File: src/hdl/isa_pkg.sv
`default_nettype none

package isa_pkg;

    // data path widths
    localparam int word_w     = 32;
    localparam int reg_addr_w = 5;

    typedef logic [word_w-1:0]     word_t;
    typedef logic [reg_addr_w-1:0] reg_addr_t;

    // instruction field positions
    localparam int op_lsb  = 26;
    localparam int rs_lsb  = 21;
    localparam int rt_lsb  = 16;
    localparam int rd_lsb  = 11;
    localparam int sa_lsb  = 6;
    localparam int fn_lsb  = 0;
    localparam int op_w    = 6;
    localparam int imm_w   = 16;

    // primary opcodes
    localparam logic [op_w-1:0] op_special = 6'b000000;
    localparam logic [op_w-1:0] op_addi    = 6'b001000;
    localparam logic [op_w-1:0] op_addiu   = 6'b001001;
    localparam logic [op_w-1:0] op_slti    = 6'b001010;
    localparam logic [op_w-1:0] op_sltiu   = 6'b001011;
    localparam logic [op_w-1:0] op_andi    = 6'b001100;
    localparam logic [op_w-1:0] op_ori     = 6'b001101;
    localparam logic [op_w-1:0] op_xori    = 6'b001110;
    localparam logic [op_w-1:0] op_lui     = 6'b001111;

    // function codes under SPECIAL
    localparam logic [op_w-1:0] fn_sll  = 6'b000000;
    localparam logic [op_w-1:0] fn_srl  = 6'b000010;
    localparam logic [op_w-1:0] fn_sra  = 6'b000011;
    localparam logic [op_w-1:0] fn_sllv = 6'b000100;
    localparam logic [op_w-1:0] fn_srlv = 6'b000110;
    localparam logic [op_w-1:0] fn_srav = 6'b000111;
    localparam logic [op_w-1:0] fn_add  = 6'b100000;
    localparam logic [op_w-1:0] fn_addu = 6'b100001;
    localparam logic [op_w-1:0] fn_sub  = 6'b100010;
    localparam logic [op_w-1:0] fn_subu = 6'b100011;
    localparam logic [op_w-1:0] fn_and  = 6'b100100;
    localparam logic [op_w-1:0] fn_or   = 6'b100101;
    localparam logic [op_w-1:0] fn_xor  = 6'b100110;
    localparam logic [op_w-1:0] fn_nor  = 6'b100111;
    localparam logic [op_w-1:0] fn_slt  = 6'b101010;
    localparam logic [op_w-1:0] fn_sltu = 6'b101011;

    // alu operation codes in the encoding the execute stage expects
    typedef enum logic [7:0] {
        alu_nop   = 8'b0000_0000,
        alu_srl   = 8'b0000_0010,
        alu_sra   = 8'b0000_0011,
        alu_add   = 8'b0010_0000,
        alu_addu  = 8'b0010_0001,
        alu_sub   = 8'b0010_0010,
        alu_subu  = 8'b0010_0011,
        alu_and   = 8'b0010_0100,
        alu_or    = 8'b0010_0101,
        alu_xor   = 8'b0010_0110,
        alu_nor   = 8'b0010_0111,
        alu_slt   = 8'b0010_1010,
        alu_sltu  = 8'b0010_1011,
        alu_addi  = 8'b0101_0101,
        alu_addiu = 8'b0101_0110,
        alu_sll   = 8'b0111_1100
    } alu_op_e;

    // result class
    typedef enum logic [2:0] {
        sel_nop   = 3'b000,
        sel_logic = 3'b001,
        sel_shift = 3'b010,
        sel_arith = 3'b100
    } alu_sel_e;

endpackage

`default_nettype wire

File: src/hdl/pipe_pkg.sv
`default_nettype none

package pipe_pkg;

    // fetch bundle into decode
    typedef struct packed {
        isa_pkg::word_t pc;
        isa_pkg::word_t inst;
    } fetch_t;

    // one register file read port
    typedef struct packed {
        logic               re;
        isa_pkg::reg_addr_t addr;
    } rf_read_t;

    // write-back source seen by forwarding
    typedef struct packed {
        logic               we;
        isa_pkg::reg_addr_t addr;
        isa_pkg::word_t     data;
    } fwd_t;

    // decoded control fields
    typedef struct packed {
        isa_pkg::alu_op_e   alu_op;
        isa_pkg::alu_sel_e  alu_sel;
        isa_pkg::reg_addr_t dest;
        logic               wreg;
        logic               illegal;
    } dec_ctrl_t;

    // bundle handed to execute
    typedef struct packed {
        dec_ctrl_t      ctrl;
        isa_pkg::word_t pc;
        isa_pkg::word_t src1;
        isa_pkg::word_t src2;
    } decoded_t;

endpackage

`default_nettype wire

File: src/hdl/decode_top.sv
`timescale 1ns/1ns
`default_nettype none

module decode_top (
    input  logic                clk,
    input  logic                arst_n,
    input  logic                fetch_req,
    output logic                fetch_ack,
    input  pipe_pkg::fetch_t    fetch,
    output pipe_pkg::rf_read_t  rf_rd1,
    input  isa_pkg::word_t      rf_data1,
    output pipe_pkg::rf_read_t  rf_rd2,
    input  isa_pkg::word_t      rf_data2,
    input  pipe_pkg::fwd_t      ex_fwd,
    input  pipe_pkg::fwd_t      mem_fwd,
    output logic                issue_req,
    input  logic                issue_ack,
    output pipe_pkg::decoded_t  issue
);

    pipe_pkg::fetch_t    f_held;
    logic                f_req;
    logic                f_ack;
    pipe_pkg::dec_ctrl_t ctrl;
    isa_pkg::word_t      imm;
    isa_pkg::word_t      src1;
    isa_pkg::word_t      src2;
    pipe_pkg::decoded_t  dec_bundle;

    hs_stage #(
        .payload_t (pipe_pkg::fetch_t)
    ) f_stage (
        .clk      (clk),
        .arst_n   (arst_n),
        .in_req   (fetch_req),
        .in_ack   (fetch_ack),
        .in_data  (fetch),
        .out_req  (f_req),
        .out_ack  (f_ack),
        .out_data (f_held)
    );

    inst_decoder u_decoder (
        .fetch (f_held),
        .ctrl  (ctrl),
        .rd1   (rf_rd1),
        .rd2   (rf_rd2),
        .imm   (imm)
    );

    operand_select src1_sel (
        .rd      (rf_rd1),
        .rf_data (rf_data1),
        .imm     (imm),
        .ex_fwd  (ex_fwd),
        .mem_fwd (mem_fwd),
        .operand (src1)
    );

    operand_select src2_sel (
        .rd      (rf_rd2),
        .rf_data (rf_data2),
        .imm     (imm),
        .ex_fwd  (ex_fwd),
        .mem_fwd (mem_fwd),
        .operand (src2)
    );

    // sampled by s_stage on its capture edge
    assign dec_bundle = '{ctrl: ctrl, pc: f_held.pc, src1: src1, src2: src2};

    hs_stage #(
        .payload_t (pipe_pkg::decoded_t)
    ) s_stage (
        .clk      (clk),
        .arst_n   (arst_n),
        .in_req   (f_req),
        .in_ack   (f_ack),
        .in_data  (dec_bundle),
        .out_req  (issue_req),
        .out_ack  (issue_ack),
        .out_data (issue)
    );

endmodule

`default_nettype wire

File: src/hdl/hs_stage.sv
`timescale 1ns/1ns
`default_nettype none

module hs_stage #(
    parameter type payload_t = logic [31:0]
) (
    input  logic     clk,
    input  logic     arst_n,
    input  logic     in_req,
    output logic     in_ack,
    input  payload_t in_data,
    output logic     out_req,
    input  logic     out_ack,
    output payload_t out_data
);

    logic     full_q;
    logic     ack_q;
    logic     drain_q;
    payload_t data_q;
    logic     capture;
    logic     release_out;

    // new entry only once both links are back to idle
    assign capture     = in_req && !ack_q && !full_q && !drain_q;
    assign release_out = full_q && out_ack;

    always_ff @(posedge clk or negedge arst_n) begin
        if (!arst_n) begin
            full_q  <= 1'b0;
            ack_q   <= 1'b0;
            drain_q <= 1'b0;
        end else begin
            if (capture) begin
                ack_q <= 1'b1;
            end else if (!in_req) begin
                ack_q <= 1'b0;
            end

            if (capture) begin
                full_q <= 1'b1;
            end else if (release_out) begin
                full_q <= 1'b0;
            end

            // hold off until downstream drops its ack
            if (release_out) begin
                drain_q <= 1'b1;
            end else if (!out_ack) begin
                drain_q <= 1'b0;
            end
        end
    end

    always_ff @(posedge clk) begin
        if (capture) begin
            data_q <= in_data;
        end
    end

    assign in_ack   = ack_q;
    assign out_req  = full_q;
    assign out_data = data_q;

    req_held: assert property (@(posedge clk) disable iff (!arst_n)
        out_req && !out_ack |=> out_req);

    data_stable: assert property (@(posedge clk) disable iff (!arst_n)
        out_req |=> !out_req || $stable(out_data));

    ack_after_req: assert property (@(posedge clk) disable iff (!arst_n)
        $rose(in_ack) |-> $past(in_req));

endmodule

`default_nettype wire

File: src/hdl/inst_decoder.sv
`timescale 1ns/1ns
`default_nettype none

module inst_decoder (
    input  pipe_pkg::fetch_t    fetch,
    output pipe_pkg::dec_ctrl_t ctrl,
    output pipe_pkg::rf_read_t  rd1,
    output pipe_pkg::rf_read_t  rd2,
    output isa_pkg::word_t      imm
);

    logic [isa_pkg::op_w-1:0]    opcode;
    logic [isa_pkg::op_w-1:0]    funct;
    isa_pkg::reg_addr_t          rs;
    isa_pkg::reg_addr_t          rt;
    isa_pkg::reg_addr_t          rd;
    isa_pkg::reg_addr_t          shamt;
    logic [isa_pkg::imm_w-1:0]   imm16;

    isa_pkg::alu_op_e  op_d;
    isa_pkg::alu_sel_e sel_d;
    isa_pkg::word_t    imm_d;
    logic              reg_form;
    logic              shift_form;
    logic              imm_form;
    logic              reg_ok;
    logic              shift_ok;
    logic              legal;

    assign opcode = fetch.inst[isa_pkg::op_lsb +: isa_pkg::op_w];
    assign funct  = fetch.inst[isa_pkg::fn_lsb +: isa_pkg::op_w];
    assign rs     = fetch.inst[isa_pkg::rs_lsb +: isa_pkg::reg_addr_w];
    assign rt     = fetch.inst[isa_pkg::rt_lsb +: isa_pkg::reg_addr_w];
    assign rd     = fetch.inst[isa_pkg::rd_lsb +: isa_pkg::reg_addr_w];
    assign shamt  = fetch.inst[isa_pkg::sa_lsb +: isa_pkg::reg_addr_w];
    assign imm16  = fetch.inst[isa_pkg::imm_w-1:0];

    always_comb begin
        op_d       = isa_pkg::alu_nop;
        sel_d      = isa_pkg::sel_nop;
        imm_d      = '0;
        reg_form   = 1'b0;
        shift_form = 1'b0;
        imm_form   = 1'b0;
        case (opcode)
            isa_pkg::op_special: begin
                // register forms set reg_form, immediate shifts set shift_form
                reg_form = 1'b1;
                case (funct)
                    isa_pkg::fn_and:  {op_d, sel_d} = {isa_pkg::alu_and, isa_pkg::sel_logic};
                    isa_pkg::fn_or:   {op_d, sel_d} = {isa_pkg::alu_or, isa_pkg::sel_logic};
                    isa_pkg::fn_xor:  {op_d, sel_d} = {isa_pkg::alu_xor, isa_pkg::sel_logic};
                    isa_pkg::fn_nor:  {op_d, sel_d} = {isa_pkg::alu_nor, isa_pkg::sel_logic};
                    isa_pkg::fn_sllv: {op_d, sel_d} = {isa_pkg::alu_sll, isa_pkg::sel_shift};
                    isa_pkg::fn_srlv: {op_d, sel_d} = {isa_pkg::alu_srl, isa_pkg::sel_shift};
                    isa_pkg::fn_srav: {op_d, sel_d} = {isa_pkg::alu_sra, isa_pkg::sel_shift};
                    isa_pkg::fn_add:  {op_d, sel_d} = {isa_pkg::alu_add, isa_pkg::sel_arith};
                    isa_pkg::fn_addu: {op_d, sel_d} = {isa_pkg::alu_addu, isa_pkg::sel_arith};
                    isa_pkg::fn_sub:  {op_d, sel_d} = {isa_pkg::alu_sub, isa_pkg::sel_arith};
                    isa_pkg::fn_subu: {op_d, sel_d} = {isa_pkg::alu_subu, isa_pkg::sel_arith};
                    isa_pkg::fn_slt:  {op_d, sel_d} = {isa_pkg::alu_slt, isa_pkg::sel_arith};
                    isa_pkg::fn_sltu: {op_d, sel_d} = {isa_pkg::alu_sltu, isa_pkg::sel_arith};
                    isa_pkg::fn_sll,
                    isa_pkg::fn_srl,
                    isa_pkg::fn_sra: begin
                        reg_form   = 1'b0;
                        shift_form = 1'b1;
                        sel_d      = isa_pkg::sel_shift;
                        if (funct == isa_pkg::fn_sll) begin
                            op_d = isa_pkg::alu_sll;
                        end else if (funct == isa_pkg::fn_srl) begin
                            op_d = isa_pkg::alu_srl;
                        end else begin
                            op_d = isa_pkg::alu_sra;
                        end
                    end
                    default: reg_form = 1'b0;
                endcase
            end
            isa_pkg::op_andi: begin
                {op_d, sel_d} = {isa_pkg::alu_and, isa_pkg::sel_logic};
                imm_form      = 1'b1;
                imm_d         = {16'h0, imm16};
            end
            isa_pkg::op_ori: begin
                {op_d, sel_d} = {isa_pkg::alu_or, isa_pkg::sel_logic};
                imm_form      = 1'b1;
                imm_d         = {16'h0, imm16};
            end
            isa_pkg::op_xori: begin
                {op_d, sel_d} = {isa_pkg::alu_xor, isa_pkg::sel_logic};
                imm_form      = 1'b1;
                imm_d         = {16'h0, imm16};
            end
            isa_pkg::op_lui: begin
                // lui is an or with the upper-placed field
                {op_d, sel_d} = {isa_pkg::alu_or, isa_pkg::sel_logic};
                imm_form      = 1'b1;
                imm_d         = {imm16, 16'h0};
            end
            isa_pkg::op_addi: begin
                {op_d, sel_d} = {isa_pkg::alu_addi, isa_pkg::sel_arith};
                imm_form      = 1'b1;
                imm_d         = {{16{imm16[15]}}, imm16};
            end
            isa_pkg::op_addiu: begin
                {op_d, sel_d} = {isa_pkg::alu_addiu, isa_pkg::sel_arith};
                imm_form      = 1'b1;
                imm_d         = {{16{imm16[15]}}, imm16};
            end
            isa_pkg::op_slti: begin
                {op_d, sel_d} = {isa_pkg::alu_slt, isa_pkg::sel_arith};
                imm_form      = 1'b1;
                imm_d         = {{16{imm16[15]}}, imm16};
            end
            isa_pkg::op_sltiu: begin
                {op_d, sel_d} = {isa_pkg::alu_sltu, isa_pkg::sel_arith};
                imm_form      = 1'b1;
                imm_d         = {{16{imm16[15]}}, imm16};
            end
            default: begin
            end
        endcase
    end

    // reserved fields must be zero
    assign reg_ok   = reg_form && (shamt == '0);
    assign shift_ok = shift_form && (rs == '0);
    assign legal    = reg_ok || shift_ok || imm_form;

    assign ctrl.alu_op  = legal ? op_d : isa_pkg::alu_nop;
    assign ctrl.alu_sel = legal ? sel_d : isa_pkg::sel_nop;
    assign ctrl.dest    = imm_form ? rt : rd;
    assign ctrl.wreg    = legal;
    assign ctrl.illegal = !legal;

    assign rd1.re   = reg_ok || imm_form;
    assign rd1.addr = rs;
    assign rd2.re   = reg_ok || shift_ok;
    assign rd2.addr = rt;

    // shamt goes out on src1 through the immediate path
    assign imm = shift_ok ? {27'h0, shamt} : imm_d;

    illegal_quiet: assert final (!ctrl.illegal || (!ctrl.wreg && !rd1.re && !rd2.re));

endmodule

`default_nettype wire

File: src/hdl/operand_select.sv
`timescale 1ns/1ns
`default_nettype none

module operand_select (
    input  pipe_pkg::rf_read_t rd,
    input  isa_pkg::word_t     rf_data,
    input  isa_pkg::word_t     imm,
    input  pipe_pkg::fwd_t     ex_fwd,
    input  pipe_pkg::fwd_t     mem_fwd,
    output isa_pkg::word_t     operand
);

    logic ex_hit;
    logic mem_hit;

    // register 0 is forwarded like any other
    assign ex_hit  = ex_fwd.we && (ex_fwd.addr == rd.addr);
    assign mem_hit = mem_fwd.we && (mem_fwd.addr == rd.addr);

    always_comb begin
        if (!rd.re) begin
            operand = imm;
        end else if (ex_hit) begin
            // youngest result wins
            operand = ex_fwd.data;
        end else if (mem_hit) begin
            operand = mem_fwd.data;
        end else begin
            operand = rf_data;
        end
    end

endmodule

`default_nettype wire

File: config.mk
export PLATFORM = sky130hd
export DESIGN_NAME = decode_top
export DESIGN_NICKNAME = d
export VERILOG_FILES = /design/src/hdl/isa_pkg.sv /design/src/hdl/pipe_pkg.sv /design/src/hdl/decode_top.sv /design/src/hdl/hs_stage.sv /design/src/hdl/inst_decoder.sv /design/src/hdl/operand_select.sv
export SDC_FILE = /design/constraint.sdc
export NUM_CORES = 1
export LEC_CHECK = 0
export BUFFER_PORTS_ARGS = -buffer_cell sky130_fd_sc_hd__buf_2
export CORE_ASPECT_RATIO = 0.9
export CORE_UTILIZATION = 45
export DETAILED_ROUTE_END_ITERATION = 12
export GPL_TIMING_DRIVEN = 0
export PLACE_DENSITY = 0.82
export REMOVE_ABC_BUFFERS = 1
export SYNTH_ARGS = -nofsm -noshare
export SYNTH_HDL_FRONTEND = slang
export SYNTH_HIERARCHICAL = 1
export SYNTH_SLANG_ARGS = --single-unit
File: constraint.sdc
create_clock -name clk -period 6.2 [get_ports clk]
set_input_delay 0.62 -clock clk [delete_from_list [all_inputs] [get_ports clk]]
set_output_delay 0.62 -clock clk [all_outputs]
set_load 0.02 [all_outputs]
==> reports/results.tsv, run 1 <==
stage	metric	value	unit
yosys	synth_seq_area_share	0.610	
timing	finalHoldViolations	0	
yosys	ys_async_sr_fraction	0.0326	
place	io_buffer_count	335	
global_routing	global_route.usage.total	0.247	
flow_run	max-cap-violations	0	
yosys	synth_top_area_cell	sky130_fd_sc_hd__edfxtp_1	
layout	layout.area.seq	5500	µm²
yosys	synth_enable_flop_cells	178	
global_routing	vias_in_the_first_global_route	6563	
die	floorplan.initialDensity	0.464	
yosys	ff_latch_count_synth	184	
yosys	synthMostInstantiatedCell	sky130_fd_sc_hd__edfxtp_1	
place	place.detailed.instances	1197	
layout	filler_instances	1560	
timing	timing.slew.headroom	0.119	
critical_path	path_class	reg2out	
global_routing	grt_start_max_net_pins	42	
route	viasPerCell	5.45	
global_routing	global_route.overflow_total	0	
critical_path	cp_capture_type	output pin	
layout	design.final.nets	1175	
critical_path	timing.critical_path.from_type	flop	
min_path	worst_hold_path_type	in2reg	
clocking	cts-root-buf	sky130_fd_sc_hd__clkbuf_16	
layout	share_of_layout_cells_above_drive_strength_1	0.464	
route	detailedRoute.firstPassIterationCount	6	
die	design.portCount	336	
route	drt.antenna.violating_nets	0	
global_routing	grt_pass1_wl	37000	µm
yosys	yosysUniqueCellTypes	52	
place	gp_congestion	0.800	
route	vias	6707	
yosys	syn_inst	650	
timing	fmax	255	MHz
timing	fin_skew	0.0124	ns
clocking	cts.sinks	184	
die	rows	48	
route	drt-wirelength-per-cell	20.8	µm
clocking	cts_inserted_buffers	17	
timing	max_slew.worst_pin.slew	1.32	ns
power_and_ir_drop	design_power_total	0.00425	W
timing	setup_viol_count_final	0	
die	die_width	151	µm
yosys	synth_top_cells_by_area	sky130_fd_sc_hd__edfxtp_1, sky130_fd_sc_hd__mux2i_1, sky130_fd_sc_hd__o221ai_2, sky130_fd_sc_hd__nand3_1, sky130_fd_sc_hd__inv_1	
die	design.die.area	20600	µm²
power_and_ir_drop	cellPowerDensity	370	nW/µm²
timing	rsz0062_at_grt	false	
critical_path	cp.arrival	3.30	ns
yosys	synth_top_cells_by_count	sky130_fd_sc_hd__edfxtp_1, sky130_fd_sc_hd__mux2i_1, sky130_fd_sc_hd__inv_1	
global_routing	initial_antenna_violation_count	2	
clocking	cts_buffer_depth	2	
route	detailedRoute.firstIterationViolations	427	
clocking	clk_transition_reported_paths	0.09	ns
die	die-height	136	µm
yosys	postSynthAreaPerCell	13.9	µm²
clocking	clock_insertion_delay_worst_skew	0.43	ns
route	drt_wl_total	25500	µm
clocking	cts.repair_timing.setup_buffer_count	0	
power_and_ir_drop	p_leak	4.53	nW
yosys	syn_area	9010	µm²
yosys	ys.flop_type	sky130_fd_sc_hd__edfxtp_1	
power_and_ir_drop	peakVddDrop	0.281	mV
timing	hold_slack	0.358	ns
layout	multi_input_comb_area	2860	µm²
critical_path	crit_path_max_fanout	41	
clocking	cts_resized	0	
yosys	yosysWarningCount	6	
layout	syn2layout_area_growth	27.5	%
outcome	run_status	finished, final reports clean	
clocking	cts_hold_buf	1	
route	drc_errors_left	0	
timing	fraction_of_the_cycle_the_final_worst_path_needs	0.633	
layout	n_antenna_cell	0	
critical_path	cp.required	5.58	ns
clocking	htree_num_levels	4	
timing	fin_crit	3.92	ns
layout	final_cell_count_no_fill	1230	
clocking	clock_tree_from_tritoncts	yes	
die	core-area	19400	µm²
timing	final_slew_viol_count	0	
place	dp_hpwl	19100	µm
yosys	synth_largest_type_area_fraction	0.593	
-- layout by cell type, fill, tap and decap left out, types with 17 or more instances in the layout --
cell / synthesis / final
sky130_fd_sc_hd__inv_1: 49 / 48
sky130_fd_sc_hd__nand3_1: 43 / 43
sky130_fd_sc_hd__buf_2: 15 / 335
sky130_fd_sc_hd__mux2i_1: 64 / 64
sky130_fd_sc_hd__o221ai_2: 36 / 36
sky130_fd_sc_hd__nand2_1: 22 / 22
sky130_fd_sc_hd__edfxtp_1: 178 / 178
sky130_fd_sc_hd__clkbuf_16: 0 / 17
sky130_fd_sc_hd__a31oi_1: 24 / 24
sky130_fd_sc_hd__nor2b_1: 24 / 24
sky130_fd_sc_hd__o21ai_1: 17 / 17
-- path summary, 6_finish.rpt --
check / start / cells after the start / endpoint / slack (ns)
worst max-delay path: f_stage/out_data[28] / 7 / rf_rd2[5] / 2.28
worst min-delay path: fetch[46] / 1 / f_stage/out_data[46] / 0.36
worst max register to register: f_stage/out_data[28] / 7 / s_stage/out_data[31] / 2.82
worst min register to register: f_stage/out_data[52] / 0 / s_stage/out_data[84] / 0.42
max in group asynchronous: arst_n / 2 / f_stage/drain_q / 5.49
min in group asynchronous: arst_n / 2 / s_stage/in_ack / 0.57
-- per-layer routing --
metal	vias up	GRT usage	part of all wire	wire length, µm
li1	3099	-	-	-
met1	3269	0.304	0.40	10100
met2	302	0.431	0.51	13100
met3	35	0.0513	0.073	1880
met4	2	0.0794	0.017	429
met5	-	0	0.00051	13
-- state kept, by name (all words and copies together), names as in the netlist --
| register | flops |
|---|---|
| f_stage/out_data | 64 |
| f_stage/in_ack | 1 |
| f_stage/drain_q | 1 |
| s_stage/out_data | 114 |
| s_stage/out_req | 1 |
| f_stage/out_req | 1 |
| s_stage/drain_q | 1 |
| s_stage/in_ack | 1 |
-- worst max-delay path, stage by stage (launching register included) --
cell and delay (ns):
sky130_fd_sc_hd__edfxtp_1 0.51, sky130_fd_sc_hd__nor2_2 0.24, sky130_fd_sc_hd__nand3_1 0.27, sky130_fd_sc_hd__nor3_2 0.53, sky130_fd_sc_hd__a21oi_2 0.22, sky130_fd_sc_hd__inv_2 0.57, sky130_fd_sc_hd__buf_12 0.31, sky130_fd_sc_hd__buf_2 0.21
-- power by group --
part	switching (W)	internal, W
logic	0.000778	0.000405
registers	0.000141	0.00179
clock network	0.000572	0.000569
total	0.00149	0.00276
-- cells by family after synthesis --
group,after synthesis,share of synthesized area
xor+xnor,21,0.0204
other cells,1,0.000416
buf+inv,107,0.0744
mux,64,0.0711
flops,184,0.610
compound gates,135,0.135
simple gates,138,0.0885
-- metrics by stage --
stage	setup TNS [ns]	instance area [µm²]	worst slack (ns)	utilization
floorplan	-48.49	8520	-1.58	-
global placement	-148.71	10500	-4.60	0.542
detailed placement	0	10800	2.70	0.558
CTS	0	11500	2.27	0.592
global route	0	11500	2.08	0.592
finish	0	11500	2.28	0.592
-- area by class of cell --
class | count | area share
timing repair buffer | 356 | 0.173
clock inverter | 15 | 0.0191
sequential | 184 | 0.479
multi-input combinational | 359 | 0.249
inverter | 49 | 0.0160
tap | 250 | 0.0272
clock buffer | 17 | 0.0370
Note: power is estimated with default switching activity, not from simulation.
==> run 2, diff against run 1 <==
- PLACE_DENSITY: 0.82 -> 0.85
- clock period: 6.2 -> 3.4 ns (I/O delays scaled with it)
==> reports/results.tsv, run 2 (same netlist as run 1, synthesis figures left out) <==
stage	metric	value	unit
die	design.die.area	20600	µm²
global_routing	initial_antenna_violation_count	2	
clocking	cts_buffer_depth	2	
place	io_buffer_count	335	
timing	fin_crit	3.15	ns
timing	fraction_of_the_cycle_the_final_worst_path_needs	0.927	
layout	layout.cells.most_common	sky130_fd_sc_hd__buf_2	
critical_path	crit_path_max_fanout	39	
route	viasPerCell	5.51	
power_and_ir_drop	combinationalPowerShare	0.279	
clocking	clock_tree_from_tritoncts	yes	
flow_run	max-cap-violations	0	
timing	final_slew_viol_count	0	
layout	largest_reg_flops	114	
timing	timing.slew.headroom	0.319	
global_routing	global_route.overflow_total	0	
critical_path	path_cells	and2b_2 > a21oi_1 > o21ba_2 > a21oi_2 > inv_6 > buf_12 > buf_2	
global_routing	global_route.usage.total	0.254	
outcome	run_status	finished, final reports clean	
route	vias	6796	
route	detailedRoute.firstIterationViolations	478	
die	floorplan.initialDensity	0.464	
timing	hold_slack	0.0689	ns
timing	max_slew.worst_pin.slew	1.02	ns
power_and_ir_drop	p_sw	0.00273	W
layout	syn2layout_area_growth	27.6	%
power_and_ir_drop	p_seq_frac	0.456	
critical_path	path_delay_family	compound AO/OA/AOI/OAI gates	
power_and_ir_drop	p_leak	4.55	nW
timing	finalHoldViolations	0	
layout	design.final.nets	1177	
route	drt.antenna.violating_nets	0	
critical_path	timing.critical_path.from_type	flop	
place	dp_hpwl	19000	µm
layout	layout_common_cells	sky130_fd_sc_hd__buf_2, sky130_fd_sc_hd__edfxtp_1, sky130_fd_sc_hd__mux2i_1	
layout	multi_input_comb_area	2870	µm²
route	drc_errors_left	0	
clocking	clock_insertion_delay_worst_skew	0.44	ns
global_routing	vias_in_the_first_global_route	6773	
critical_path	path_class	reg2out	
critical_path	cp_capture_type	output pin	
power_and_ir_drop	peakVddDrop	0.423	mV
critical_path	cp.arrival	2.81	ns
route	drt-wirelength-per-cell	21.1	µm
clocking	cts-root-buf	sky130_fd_sc_hd__clkbuf_16	
clocking	clk_transition_reported_paths	0.08	ns
critical_path	cp.required	3.06	ns
route	detailedRoute.firstPassIterationCount	5	
die	design.portCount	336	
timing	fmax	317	MHz
global_routing	grt_start_max_net_pins	40	
power_and_ir_drop	netSwitchingFraction	0.353	
clocking	htree_num_levels	4	
power_and_ir_drop	cellPowerDensity	672	nW/µm²
global_routing	grt_pass1_wl	38000	µm
clocking	cts_inserted_buffers	17	
place	gp_congestion	0.851	
critical_path	critical_path.n_buffers_inverters	3	
power_and_ir_drop	p_int	0.00500	W
clocking	cts.sinks	184	
die	die_width	151	µm
power_and_ir_drop	design_power_total	0.00773	W
layout	layout.area.seq	5500	µm²
die	core-area	19400	µm²
critical_path	cpPeakStageDelay	0.54	ns
layout	share_of_layout_cells_above_drive_strength_1	0.466	
die	die-height	136	µm
timing	setup_viol_count_final	0	
power_and_ir_drop	clock_power_share	0.265	
route	drt_wl_total	26100	µm
die	rows	48	
critical_path	critPathSlowestCell	sky130_fd_sc_hd__edfxtp_1	
min_path	worst_hold_path_type	in2reg	
timing	fin_skew	0.0180	ns
layout	filler_instances	1567	
timing	rsz0062_at_grt	false	
-- run 2: cell type report --
| type | instances | share of cell area |
|---|---|---|
| flip-flops and latches | 184 | 0.478 |
| repair buffers | 358 | 0.173 |
| multi-input cells | 359 | 0.250 |
| inverters | 49 | 0.0164 |
| well taps | 250 | 0.0272 |
| diodes | 2 | 0.000435 |
| clock buffers | 17 | 0.0370 |
| clock inverters | 15 | 0.0180 |
-- run 2: layer usage --
layer,global-route usage,part of all wire
met1,0.323,0.40
met2,0.422,0.51
met3,0.0560,0.075
met4,0.0972,0.021
met5,0,0
-- run 2: repair_timing --
action	in CTS	in global routing
setup endpoints to repair	33	5
pin swaps	0	2
setup buffers	0	4
hold buffers	1	0
gates resized for setup	3	0
gates cloned	0	0
endpoints found under the hold margin	6	0
-- run 2: power by group through the flow --
stage | clock network (W) | registers [W] | logic, W
floorplan | 0 | 0.00411 | 0.000659
global placement | 0 | 0.00365 | 0.00193
detailed placement | 0 | 0.00358 | 0.00215
CTS | 0.00209 | 0.00353 | 0.00216
global route | 0.00218 | 0.00358 | 0.00229
finish | 0.00205 | 0.00352 | 0.00215
-- run 2: stage by stage --
| stage | worst slack (ns) | area, µm² | cells | setup TNS [ns] | utilization |
|---|---|---|---|---|---|
| after global placement | -7.28 | 10500 | 1177 | -677.48 | 0.542 |
| after floorplan | -4.38 | 8520 | 592 | -301.53 | - |
| after detailed placement | -0.154 | 10800 | 1195 | -3.34 | 0.557 |
| after CTS | 0.00771 | 11500 | 1228 | 0 | 0.591 |
| after global routing | 0.0820 | 11500 | 1232 | 0 | 0.592 |
| final | 0.248 | 11500 | 1234 | 0 | 0.593 |
-- run 2: worst register-to-register path, cell delays in order, from the launching register on --
cell	delay, ns
sky130_fd_sc_hd__edfxtp_1	0.52
sky130_fd_sc_hd__xor2_1	0.21
sky130_fd_sc_hd__nor4_1	0.28
sky130_fd_sc_hd__and3_2	0.80
sky130_fd_sc_hd__nand2b_4	0.72
sky130_fd_sc_hd__o221ai_1	0.26
-- run 2: path summary, 6_finish.rpt --
path	startpoint	to	slack [ns]	cells after the start
max in group asynchronous	arst_n	s_stage/out_req	2.98	2
setup reg to reg	f_stage/out_data[20]	s_stage/out_data[3]	0.33	5
hold reg to reg	f_stage/out_data[56]	s_stage/out_data[88]	0.42	0
hold / removal	fetch[4]	f_stage/out_data[4]	0.07	1
setup / recovery	f_stage/out_data[5]	rf_rd2[5]	0.25	7
min in group asynchronous	arst_n	f_stage/drain_q	0.28	2
